$ cat src/logic/axi_pkg.sv
package axi_pkg;

    // Bus widths
    localparam int DATA_BITS  = 32;
    localparam int STRB_BITS  = DATA_BITS / 8;
    localparam int LEN_BITS   = 4;
    localparam int SIZE_BITS  = 3;
    localparam int BURST_BITS = 2;
    localparam int ID_BITS    = 4;

    // Burst length is beats minus one
    localparam logic [LEN_BITS-1:0] LEN_ONE  = LEN_BITS'(0);
    localparam logic [LEN_BITS-1:0] LEN_FOUR = LEN_BITS'(3);

    localparam logic [BURST_BITS-1:0] BURST_FIXED = 2'b00;
    localparam logic [BURST_BITS-1:0] BURST_INCR  = 2'b01;

    // Four bytes per beat
    localparam logic [SIZE_BITS-1:0] SIZE_WORD = 3'b010;

    // Slave memory depth in words
    localparam int MEM_WORDS = 256;

    // Cache write type
    typedef enum logic [1:0] {
        WT_BYTE = 2'b00,
        WT_HALF = 2'b01,
        WT_WORD = 2'b10
    } wtype_e;

    // Master FSM states
    typedef enum logic [2:0] {
        ST_IDLE = 3'd0,
        ST_AR   = 3'd1,
        ST_R    = 3'd2,
        ST_AW   = 3'd3,
        ST_W    = 3'd4,
        ST_B    = 3'd5
    } master_state_e;

endpackage

$ cat src/logic/cache_req_decode.sv
`timescale 1ns/1ps

module cache_req_decode (
    input  logic [1:0]                         caddr_i,
    input  axi_pkg::wtype_e                    cwtype_i,
    input  logic [axi_pkg::DATA_BITS-1:0]      cdata_i,
    input  logic                               single_i,
    output logic [axi_pkg::STRB_BITS-1:0]      wstrb_o,
    output logic [axi_pkg::DATA_BITS-1:0]      wdata_o,
    output logic [axi_pkg::LEN_BITS-1:0]       rd_len_o
);

    // Strobe placed by the low address bits
    always_comb begin
        case (cwtype_i)
            axi_pkg::WT_BYTE: begin
                wstrb_o = 4'b0001 << caddr_i;
            end
            axi_pkg::WT_HALF: begin
                if (caddr_i[1]) begin
                    wstrb_o = 4'b1100;
                end else begin
                    wstrb_o = 4'b0011;
                end
            end
            default: begin
                wstrb_o = 4'b1111;
            end
        endcase
    end

    // Copy the low byte or halfword into every lane
    always_comb begin
        case (cwtype_i)
            axi_pkg::WT_BYTE: begin
                wdata_o = {4{cdata_i[7:0]}};
            end
            axi_pkg::WT_HALF: begin
                wdata_o = {2{cdata_i[15:0]}};
            end
            default: begin
                wdata_o = cdata_i;
            end
        endcase
    end

    // Single word or a full line
    always_comb begin
        if (single_i) begin
            rd_len_o = axi_pkg::LEN_ONE;
        end else begin
            rd_len_o = axi_pkg::LEN_FOUR;
        end
    end

endmodule

$ cat config.mk
export PLATFORM = sky130hd
export DESIGN_NAME = cache_req_decode
export DESIGN_NICKNAME = d
export VERILOG_FILES = /design/src/logic/axi_pkg.sv /design/src/logic/cache_req_decode.sv
export SDC_FILE = /design/constraint.sdc
export NUM_CORES = 1
export LEC_CHECK = 0
export ABC_AREA = 1
export BUFFER_PORTS_ARGS = -buffer_cell sky130_fd_sc_hd__buf_2
export CAP_MARGIN = 25
export CORE_MARGIN = 5
export CORE_UTILIZATION = 36
export DETAILED_ROUTE_END_ITERATION = 7
export PLACE_DENSITY = 0.92
export SYNTH_ARGS = -nofsm -noshare
export SYNTH_HDL_FRONTEND = slang
export SYNTH_SLANG_ARGS = --single-unit
$ cat constraint.sdc
create_clock -name vclk -period 1.35
set_input_delay 0 -clock vclk [all_inputs]
set_output_delay 0 -clock vclk [all_outputs]
set_load 0.005 [all_outputs]
==> key figures <==
Status
  • Status: completed

Global routing
  • Initial antenna violation count: 0
  • Largest net degree at the start of global routing: 21
  • Gr usage total: 0.143
  • Total gr overflow: 0
  • Vias in the first global route: ~760
  • First-pass GRT wire length: 3130 µm

Routing
  • Final ANT Viol Nets: 0
  • TritonRoute pass-1 iters: 4
  • Total vias in the final route: 833
  • DR WL/cell: about 11 µm
  • DRC: 0
  • Final WL: 2020 µm
  • Avg Vias per Cell: 4.68
  • 1st-iter DRT viols: 10

Clocking
  • CTS hold repair buffers: 0
  • Post-CTS sizing: 0
  • Post-CTS setup buffers: 0

Synth
  • Cell Area, Synth: just under 600 µm²
  • Post-synthesis mux area share: 0
  • Cells after Synth: 103
  • Post-synth top area share: 0.318
  • Post-synthesis simple-gate area fraction: 0.616
  • Sequential area share after synthesis: 0
  • Dominant cell by count in the synthesized netlist: nand2_1
  • Avg Cell Area, Syn: around 5.7 µm²
  • Post-synth top cells: nand2_1 (50), nand3_2 (16), buf_4 (12), o21ai_1 (10)
  • Post-synth cell types: 13
  • Complex-gate fraction of the synthesized area: 0.102
  • Syn. warnings: 0
  • Cell taking the most area after synthesis: nand2_1
  • Largest family of logic cells by synthesized area: simple AND/OR/NAND/NOR gates
  • Leading post-synthesis cells by cell area: nand2_1 (32%), nand3_2 (27%), buf_4 (15%)
  • XOR/XNOR Fraction of Synth Area: 0
  • Synthesized-area fraction occupied by adder cells: 0

Worst setup path
  • CP arrival: between 0.7 and 0.8 ns
  • Worst Setup End Kind: output pin
  • Critical path cell sequence: buf_2, nor2_1, o21ai_1, buf_2
  • Crit start category: primary input
  • Slowest cell on the critical path: buf_2
  • Critical path required time: ~1.4 ns
  • Crit path max fanout: 20
  • Worst stage delay on the critical path: 0.36 ns
  • Crit path top cell by count: buf_2
  • Critical path type: in -> out

Layout
  • P&R area growth vs syn: 43.9%
  • Clock buf count: 0
  • Fin util: 0.557
  • Reg area: 0 µm²
  • Final nets: 201
  • Seq cells: 0
  • Fillers: 148
  • Share of layout cells above drive strength 1: 0.580
  • Number of diodes: 0

Floorplanning
  • Placement Rows: 14
  • Die X-Extent: about 50 µm
  • Die ar.: 2550 µm²
  • Core footprint: 1520 µm²
  • Die Y: between 50 and 60 µm
  • I/O pin count: between 70 and 80
  • Starting Density: 0.387

STA
  • Final Hold Viols: 0
  • Final setup TNS: 0 ns
  • Tcrit/Tclk final: 0.583
  • FMAX: 1270 MHz
  • RSZ-0062 raised after global routing: no
  • Final setup vio count: 0
  • Final min period: 0.787 ns
  • Count of pins over their slew limit: 0

Worst hold path
  • Hold depth: 2
  • Worst Hold Class: in -> out

Placement
  • Port bufs: 75
  • DP Wirelength: 1760 µm
  • GP Congestion: 0.775

Power
  • Maximum vdd drop: 0.188 mV
  • Leak: 0.000567 µW
  • Sequential fraction of design power: 0
  • P_int: 134 µW
  • PwrDens: 331 nW/µm²
  • Clk network pwr share: 0
  • Part of the power in combinational logic: 1.000
  • Net Sw Power: 147 µW
  • Switching Share: 0.523

Flow run
  • Max Cap Violations: 0
-- kinds of logic after synthesis --
kind of cell           Yosys count
AO/OA/AOI/OAI                   12
buffers and inverters           22
other                            1
AND/OR/NAND/NOR                 68
-- critical path, delay by kind of cell --
family,cells,cell delay (ns)
compound gates,1,0.15
buf+inv,2,0.50
simple gates,1,0.12
-- path summary, 6_finish.rpt --
check / startpoint / to / slack, ns
max: cwtype_i[0] / wstrb_o[1] / 0.56
min: cdata_i[5] / wdata_o[5] / 0.20
-- area by class of cell --
cell class | instances | area [µm²] | share of cell area
Timing Repair Buffer | 76 | 383 | 0.451
Inverter | 4 | 15.0 | 0.0177
Multi-Input combinational cell | 82 | 430 | 0.507
Tap cell | 16 | 20.0 | 0.0236
-- per-layer routing --
layer,wire length (µm),vias to the layer above,track usage
met5,0,-,0
met4,0,0,0
met3,273,0,0.0385
met2,1030,47,0.264
met1,711,355,0.172
li1,-,431,-
-- placed cells by master, fill, tap and decap left out, drive strengths merged --
cell and n:
buf 76, conb 2, nor2 2, nand3 16, o21ai 12, nand2 50
inv 4
-- metrics by stage --
step                power [µW]  setup WS [ns]  hold WS [ns]  area, µm²  std cells
floorplan                  165          0.854        0.0343        593        104
global placement           279          0.577         0.200        848        178
detailed placement         284          0.560         0.201        848        178
CTS                        286          0.560         0.202        848        178
global route               316          0.481         0.211        848        178
finish                     281          0.563         0.201        848        178
-- power groups by stage --
stage / clock [µW] / combinational, µW / sequential, µW
final: 0 / 281 / 0
after global routing: 0 / 316 / 0
after CTS: 0 / 286 / 0
after detailed placement: 0 / 284 / 0
after global placement: 0 / 279 / 0
after floorplan: 0 / 165 / 0
No activity file was read; power rests on OpenSTA's default activity.
