$ cat config.mk
export PLATFORM = sky130hd
export DESIGN_NAME = axi_master
export DESIGN_NICKNAME = d
export VERILOG_FILES = /design/src/logic/axi_pkg.sv /design/src/logic/axi_master.sv
export SDC_FILE = /design/constraint.sdc
export NUM_CORES = 1
export LEC_CHECK = 0
export CAP_MARGIN = 5
export CORE_AREA = 2 2 105 107
export CTS_CLUSTER_SIZE = 16
export DETAILED_ROUTE_END_ITERATION = 7
export DIE_AREA = 0 0 107 109
export DONT_BUFFER_PORTS = 1
export MAX_ROUTING_LAYER = met4
export SETUP_SLACK_MARGIN = 0.5
export SLEW_MARGIN = 5
export SYNTH_ARGS = -nofsm -noshare
export SYNTH_HDL_FRONTEND = slang
export SYNTH_SLANG_ARGS = --single-unit
$ cat constraint.sdc
create_clock -name clk -period 2.63 [get_ports clk]
set_input_delay 0.526 -clock clk [delete_from_list [all_inputs] [get_ports clk]]
set_output_delay 0.526 -clock clk [all_outputs]
set_load 0.02 [all_outputs]
$ cat src/logic/axi_pkg.sv
package axi_pkg;

    // Bus widths
    localparam int DATA_BITS  = 32;
    localparam int STRB_BITS  = DATA_BITS / 8;
    localparam int LEN_BITS   = 4;
    localparam int SIZE_BITS  = 3;
    localparam int BURST_BITS = 2;
    localparam int ID_BITS    = 4;

    // Burst length is beats minus one
    localparam logic [LEN_BITS-1:0] LEN_ONE  = LEN_BITS'(0);
    localparam logic [LEN_BITS-1:0] LEN_FOUR = LEN_BITS'(3);

    localparam logic [BURST_BITS-1:0] BURST_FIXED = 2'b00;
    localparam logic [BURST_BITS-1:0] BURST_INCR  = 2'b01;

    // Four bytes per beat
    localparam logic [SIZE_BITS-1:0] SIZE_WORD = 3'b010;

    // Slave memory depth in words
    localparam int MEM_WORDS = 256;

    // Cache write type
    typedef enum logic [1:0] {
        WT_BYTE = 2'b00,
        WT_HALF = 2'b01,
        WT_WORD = 2'b10
    } wtype_e;

    // Master FSM states
    typedef enum logic [2:0] {
        ST_IDLE = 3'd0,
        ST_AR   = 3'd1,
        ST_R    = 3'd2,
        ST_AW   = 3'd3,
        ST_W    = 3'd4,
        ST_B    = 3'd5
    } master_state_e;

endpackage

$ cat src/logic/axi_master.sv
`timescale 1ns/1ps

module axi_master (
    input  logic                               clk,
    input  logic                               rst,
    // Cache request
    input  logic                               creq_i,
    input  logic                               cwrite_i,
    input  logic [axi_pkg::DATA_BITS-1:0]      caddr_i,
    input  logic [axi_pkg::STRB_BITS-1:0]      wstrb_i,
    input  logic [axi_pkg::DATA_BITS-1:0]      wdata_i,
    input  logic [axi_pkg::LEN_BITS-1:0]       rd_len_i,
    // Slave responses
    input  logic                               arready_i,
    input  logic                               awready_i,
    input  logic                               wready_i,
    input  logic                               rvalid_i,
    input  logic [axi_pkg::DATA_BITS-1:0]      rdata_i,
    input  logic                               rlast_i,
    input  logic                               bvalid_i,
    // AR channel
    output logic                               arvalid_o,
    output logic [axi_pkg::DATA_BITS-1:0]      araddr_o,
    output logic [axi_pkg::LEN_BITS-1:0]       arlen_o,
    output logic [axi_pkg::BURST_BITS-1:0]     arburst_o,
    output logic [axi_pkg::SIZE_BITS-1:0]      arsize_o,
    // AW channel
    output logic                               awvalid_o,
    output logic [axi_pkg::DATA_BITS-1:0]      awaddr_o,
    output logic [axi_pkg::LEN_BITS-1:0]       awlen_o,
    output logic [axi_pkg::BURST_BITS-1:0]     awburst_o,
    output logic [axi_pkg::SIZE_BITS-1:0]      awsize_o,
    // W channel
    output logic                               wvalid_o,
    output logic [axi_pkg::DATA_BITS-1:0]      wdata_o,
    output logic [axi_pkg::STRB_BITS-1:0]      wstrb_o,
    output logic                               wlast_o,
    output logic                               rready_o,
    output logic                               bready_o,
    // Back to the cache
    output logic [axi_pkg::DATA_BITS-1:0]      rdata_o,
    output logic                               wait_o
);

    axi_pkg::master_state_e state_q;
    axi_pkg::master_state_e state_d;

    logic arhns;
    logic awhns;
    logic whns;
    logic rhns;
    logic bhns;
    logic rd_done;
    logic req_rd;
    logic req_wr;
    logic [axi_pkg::DATA_BITS-1:0] rdata_q;

    assign req_rd = creq_i & ~cwrite_i;
    assign req_wr = creq_i & cwrite_i;

    assign arhns   = arvalid_o & arready_i;
    assign awhns   = awvalid_o & awready_i;
    assign whns    = wvalid_o & wready_i;
    assign rhns    = rready_o & rvalid_i;
    assign bhns    = bready_o & bvalid_i;
    assign rd_done = rhns & rlast_i;

    // Request payload comes straight from the cache, held while waiting
    assign araddr_o  = caddr_i;
    assign arlen_o   = rd_len_i;
    assign arburst_o = axi_pkg::BURST_INCR;
    assign arsize_o  = axi_pkg::SIZE_WORD;
    assign awaddr_o  = caddr_i;
    assign awlen_o   = axi_pkg::LEN_ONE;
    assign awburst_o = axi_pkg::BURST_FIXED;
    assign awsize_o  = axi_pkg::SIZE_WORD;
    assign wdata_o   = wdata_i;
    assign wstrb_o   = wstrb_i;
    assign wlast_o   = 1'b1;

    always_ff @(posedge clk or negedge rst) begin
        if (!rst) begin
            state_q <= axi_pkg::ST_IDLE;
        end else begin
            state_q <= state_d;
        end
    end

    always_comb begin
        state_d = state_q;
        case (state_q)
            axi_pkg::ST_IDLE: begin
                if (req_rd) begin
                    state_d = arhns ? axi_pkg::ST_R : axi_pkg::ST_AR;
                end else if (req_wr) begin
                    state_d = awhns ? axi_pkg::ST_W : axi_pkg::ST_AW;
                end
            end
            axi_pkg::ST_AR: if (arhns) state_d = axi_pkg::ST_R;
            axi_pkg::ST_R:  if (rd_done) state_d = axi_pkg::ST_IDLE;
            axi_pkg::ST_AW: if (awhns) state_d = axi_pkg::ST_W;
            axi_pkg::ST_W:  if (whns) state_d = axi_pkg::ST_B;
            axi_pkg::ST_B:  if (bhns) state_d = axi_pkg::ST_IDLE;
            default: state_d = axi_pkg::ST_IDLE;
        endcase
    end

    // Valids and readies per state
    always_comb begin
        arvalid_o = 1'b0;
        awvalid_o = 1'b0;
        wvalid_o  = 1'b0;
        rready_o  = 1'b0;
        bready_o  = 1'b0;
        case (state_q)
            axi_pkg::ST_IDLE: begin
                arvalid_o = req_rd;
                awvalid_o = req_wr;
            end
            axi_pkg::ST_AR: arvalid_o = 1'b1;
            axi_pkg::ST_R:  rready_o  = 1'b1;
            axi_pkg::ST_AW: awvalid_o = 1'b1;
            axi_pkg::ST_W:  wvalid_o  = 1'b1;
            axi_pkg::ST_B:  bready_o  = 1'b1;
            default: ;
        endcase
    end

    // Last beat kept for the cache between beats
    always_ff @(posedge clk) begin
        if (rhns) begin
            rdata_q <= rdata_i;
        end
    end

    assign rdata_o = rhns ? rdata_i : rdata_q;

    // A new request during the B phase waits for the response
    always_comb begin
        case (state_q)
            axi_pkg::ST_IDLE: wait_o = creq_i;
            axi_pkg::ST_AR:   wait_o = 1'b1;
            axi_pkg::ST_R:    wait_o = ~rhns;
            axi_pkg::ST_AW:   wait_o = 1'b1;
            axi_pkg::ST_W:    wait_o = ~whns;
            axi_pkg::ST_B:    wait_o = creq_i;
            default:          wait_o = creq_i;
        endcase
    end

endmodule

==> run_results.csv <==
group,metric,value,unit
power_and_ir_drop,p_leak,0.7809,nW
layout,antenna_cells,0,
synth,synth_xor_area_share,0,%
placed_design,placed_area,1703,um2
worst_setup_path,arrival,1.64,ns
layout,fillCellCount,1112,
timing,skew,0.007657,ns
timing,finalCriticalPeriod,2.168,ns
layout,areaGrowthSynthToFinish,-22.02,%
synth,synthSimpleGateAreaFrac,4.045,%
die,coreArea,10600,um2
global_routing,grt-ovfl-total,0,
die,fp-row-count,38,
global_routing,gr-usage-met2,8.280,%
clock_network,cts_buffer_depth,2,
placed_design,io_buffers,0,
route,firstDrtPassIters,4,
global_routing,global_route.peak_usage_layer,"met2",
timing,clock.fmax,461.3,MHz
route,vias,1076,
synth,synth_cell_types,32,
clock_network,clk_latency,0.28,ns
timing,setup_viol,0,
worst_setup_path,startpoint_type,"flop",
layout,drive_gt1_share,38.85,%
placed_design,gp_congestion,0.6859,
min_path,hp-class,"in2reg",
die,die_w,107,um
synth,netlist_area,2444,um2
timing,drv_slew,0,
route,ant_nets,0,
clock_network,ctsHtreeMaxLevel,2,
timing,hold_viol_final,0,
synth,ys_seq_area_share,29.29,%
die,initial_core_util,23.05,%
layout,fin_area,1906,um2
worst_setup_path,required,2.10,ns
route,vias_per_cell,3.857,
global_routing,antenna_found_initial,0,
flow_run,cap_violations,0,
global_routing,grt_usage,6.593,%
route,wl,4.251,mm
power_and_ir_drop,p_per_area,1486,nW/um2
synth,syn_avg_cell_area,10.27,um2
layout,final_cell_mix,"33 x mux2_4, 32 x dfxtp_1, 15 x conb_1",
global_routing,use_met1,5.197,%
synth,synthAdderAreaFrac,0,%
clock_network,cts.sinks,35,
synth,synth_top_family_by_area,"buffers and inverters",
clock_network,clk_pin_slew,0.07,ns
route,drt_iter0_drc,68,
placed_design,dp_hpwl,3.242,mm
layout,layout.nets,253,
synth,yosys-mux-area-fraction,20.38,%
synth,synth_warnings,0,
power_and_ir_drop,p_total,0.002832,W
timing,relSlewSlack,55.83,%
run_status,status,"complete, no violations",
route,avgRoutedWirePerCell,15.24,um
synth,syn_inst,238,
clock_network,cts_tree,"built",
synth,synth_compound_area_share,4.608,%
global_routing,grt_pass1_wl,5.671,mm
power_and_ir_drop,ir_drop,436.8,uV
clock_network,cts_buffers,5,
timing,worstMarginPinSlew,0.6575,ns
timing,holdWs,0.4370,ns
die,die_area,11660,um2
global_routing,grt_pass1_vias,1073,
timing,setup_tns,0,ns
worst_setup_path,path_max_fanout,12,
layout,fin_util,17.97,%
global_routing,grt_max_degree,18,
worst_setup_path,end_kind,"output port",
synth,synth-seq-cells,35,
global_routing,use_met3,6.993,%
layout,mostFrequentLayoutCell,"mux2_4",
clock_network,clockRootBuffer,"clkbuf_8",
die,ios,271,
die,fp.dieH,109,um
timing,rsz0062_at_grt,"true",
timing,period_share,82.43,%
worst_setup_path,worstSetupPathType,"reg2out",
route,drc,0,
==> worst paths after layout <==
check                             from          end  slack (ns)  depth (start not counted)
setup / recovery            state_q[2]  rdata_o[21]        0.46                          4
hold / removal               awready_i   state_q[0]        0.44                          2
setup reg to reg            state_q[2]   state_q[1]        1.01                          6
hold reg to reg            rdata_q[31]  rdata_q[31]        0.52                          1
max in group asynchronous          rst   state_q[0]        1.95                          1
min in group asynchronous          rst   state_q[1]        0.50                          1
==> power by group <==
group / internal [W] / leakage (nW) / switching, W
clock: 0.000205 / 0.0470 / 0.000176
combinational: 0.000658 / 0.429 / 0.000889
sequential: 0.000821 / 0.305 / 0.0000828
==> cell usage after synthesis (all sizes together) <==
| cell type | number | area share (%) |
|---|---|---|
| dfxtp | 32 | 26 |
| o2111ai | 1 | 0.36 |
| a22o | 1 | 0.36 |
| nor2 | 5 | 0.87 |
| o31ai | 2 | 0.61 |
| nand2b | 2 | 0.51 |
| and3 | 1 | 0.46 |
| and2 | 2 | 0.51 |
| a21oi | 4 | 0.82 |
| a211oi | 1 | 0.31 |
| o21ai | 3 | 0.61 |
| inv | 3 | 0.46 |
| o311a | 1 | 0.41 |
| buf | 126 | 41 |
| dfrtp | 3 | 3.1 |
| nand2 | 4 | 0.61 |
| mux2 | 33 | 20 |
| o22ai | 1 | 0.26 |
| conb | 2 | 0.31 |
| a31oi | 2 | 0.51 |
| nor2b | 1 | 0.26 |
| mux2i | 1 | 0.41 |
| a311oi | 1 | 0.36 |
| clkbuf | 2 | 0.31 |
| nand3 | 1 | 0.20 |
| nor3 | 3 | 0.61 |
==> layout make-up <==
class                      instances  area, um2  area share [%]
multi-input combinational         85      785.8           41.23
clock inverter                     1      5.005          0.2626
tap                              140      175.2           9.192
inverter                           3      11.26          0.5909
sequential                        35      718.2           37.69
timing repair buffer               9      127.6           6.697
clock buffer                       6      82.58           4.334
==> stage by stage <==
stage	worst slack, ns	std cells
2_1_floorplan	0.6979	251
3_3_place_gp	0.4552	266
3_5_place_dp	0.4210	266
4_1_cts	0.4341	279
5_1_grt	0.3988	279
6_report	0.4620	279
==> what timing repair did <==
| item | 4_1_cts | 5_1_grt |
|---|---|---|
| resized for setup | 7 | 1 |
| endpoints found under the setup margin | 33 | 33 |
| pin swaps | 1 | 0 |
| cloned | 1 | 0 |
| endpoints found under the hold margin | 3 | 0 |
| hold buffers | 1 | 0 |
| buffers inserted | 4 | 0 |
==> cells by family (layout without fill, tap and decap cells) <==
logic type,after synthesis,in the layout
other cells,2,15
simple gates,19,19
buf+inv,131,19
compound gates,17,17
mux,34,34
flops,35,35
==> critical path, stage by stage, from the launching register on <==
cell and delay [ns]:
dfrtp_2 0.44, nor2_4 0.12, and3_4 0.27, buf_12 0.17, mux2_4 0.35
==> registers in the layout (all words and copies together), names as in the netlist <==
| signal | cells |
|---|---|
| rdata_q | 32 |
| state_q | 3 |
==> per-layer routing <==
| layer | vias up | share of wire (%) |
|---|---|---|
| met5 | - | 0 |
| met1 | 434 | 30 |
| li1 | 441 | - |
| met3 | 39 | 25 |
| met2 | 162 | 39 |
| met4 | 0 | 6.5 |
Note: power is estimated with default switching activity, not from simulation.
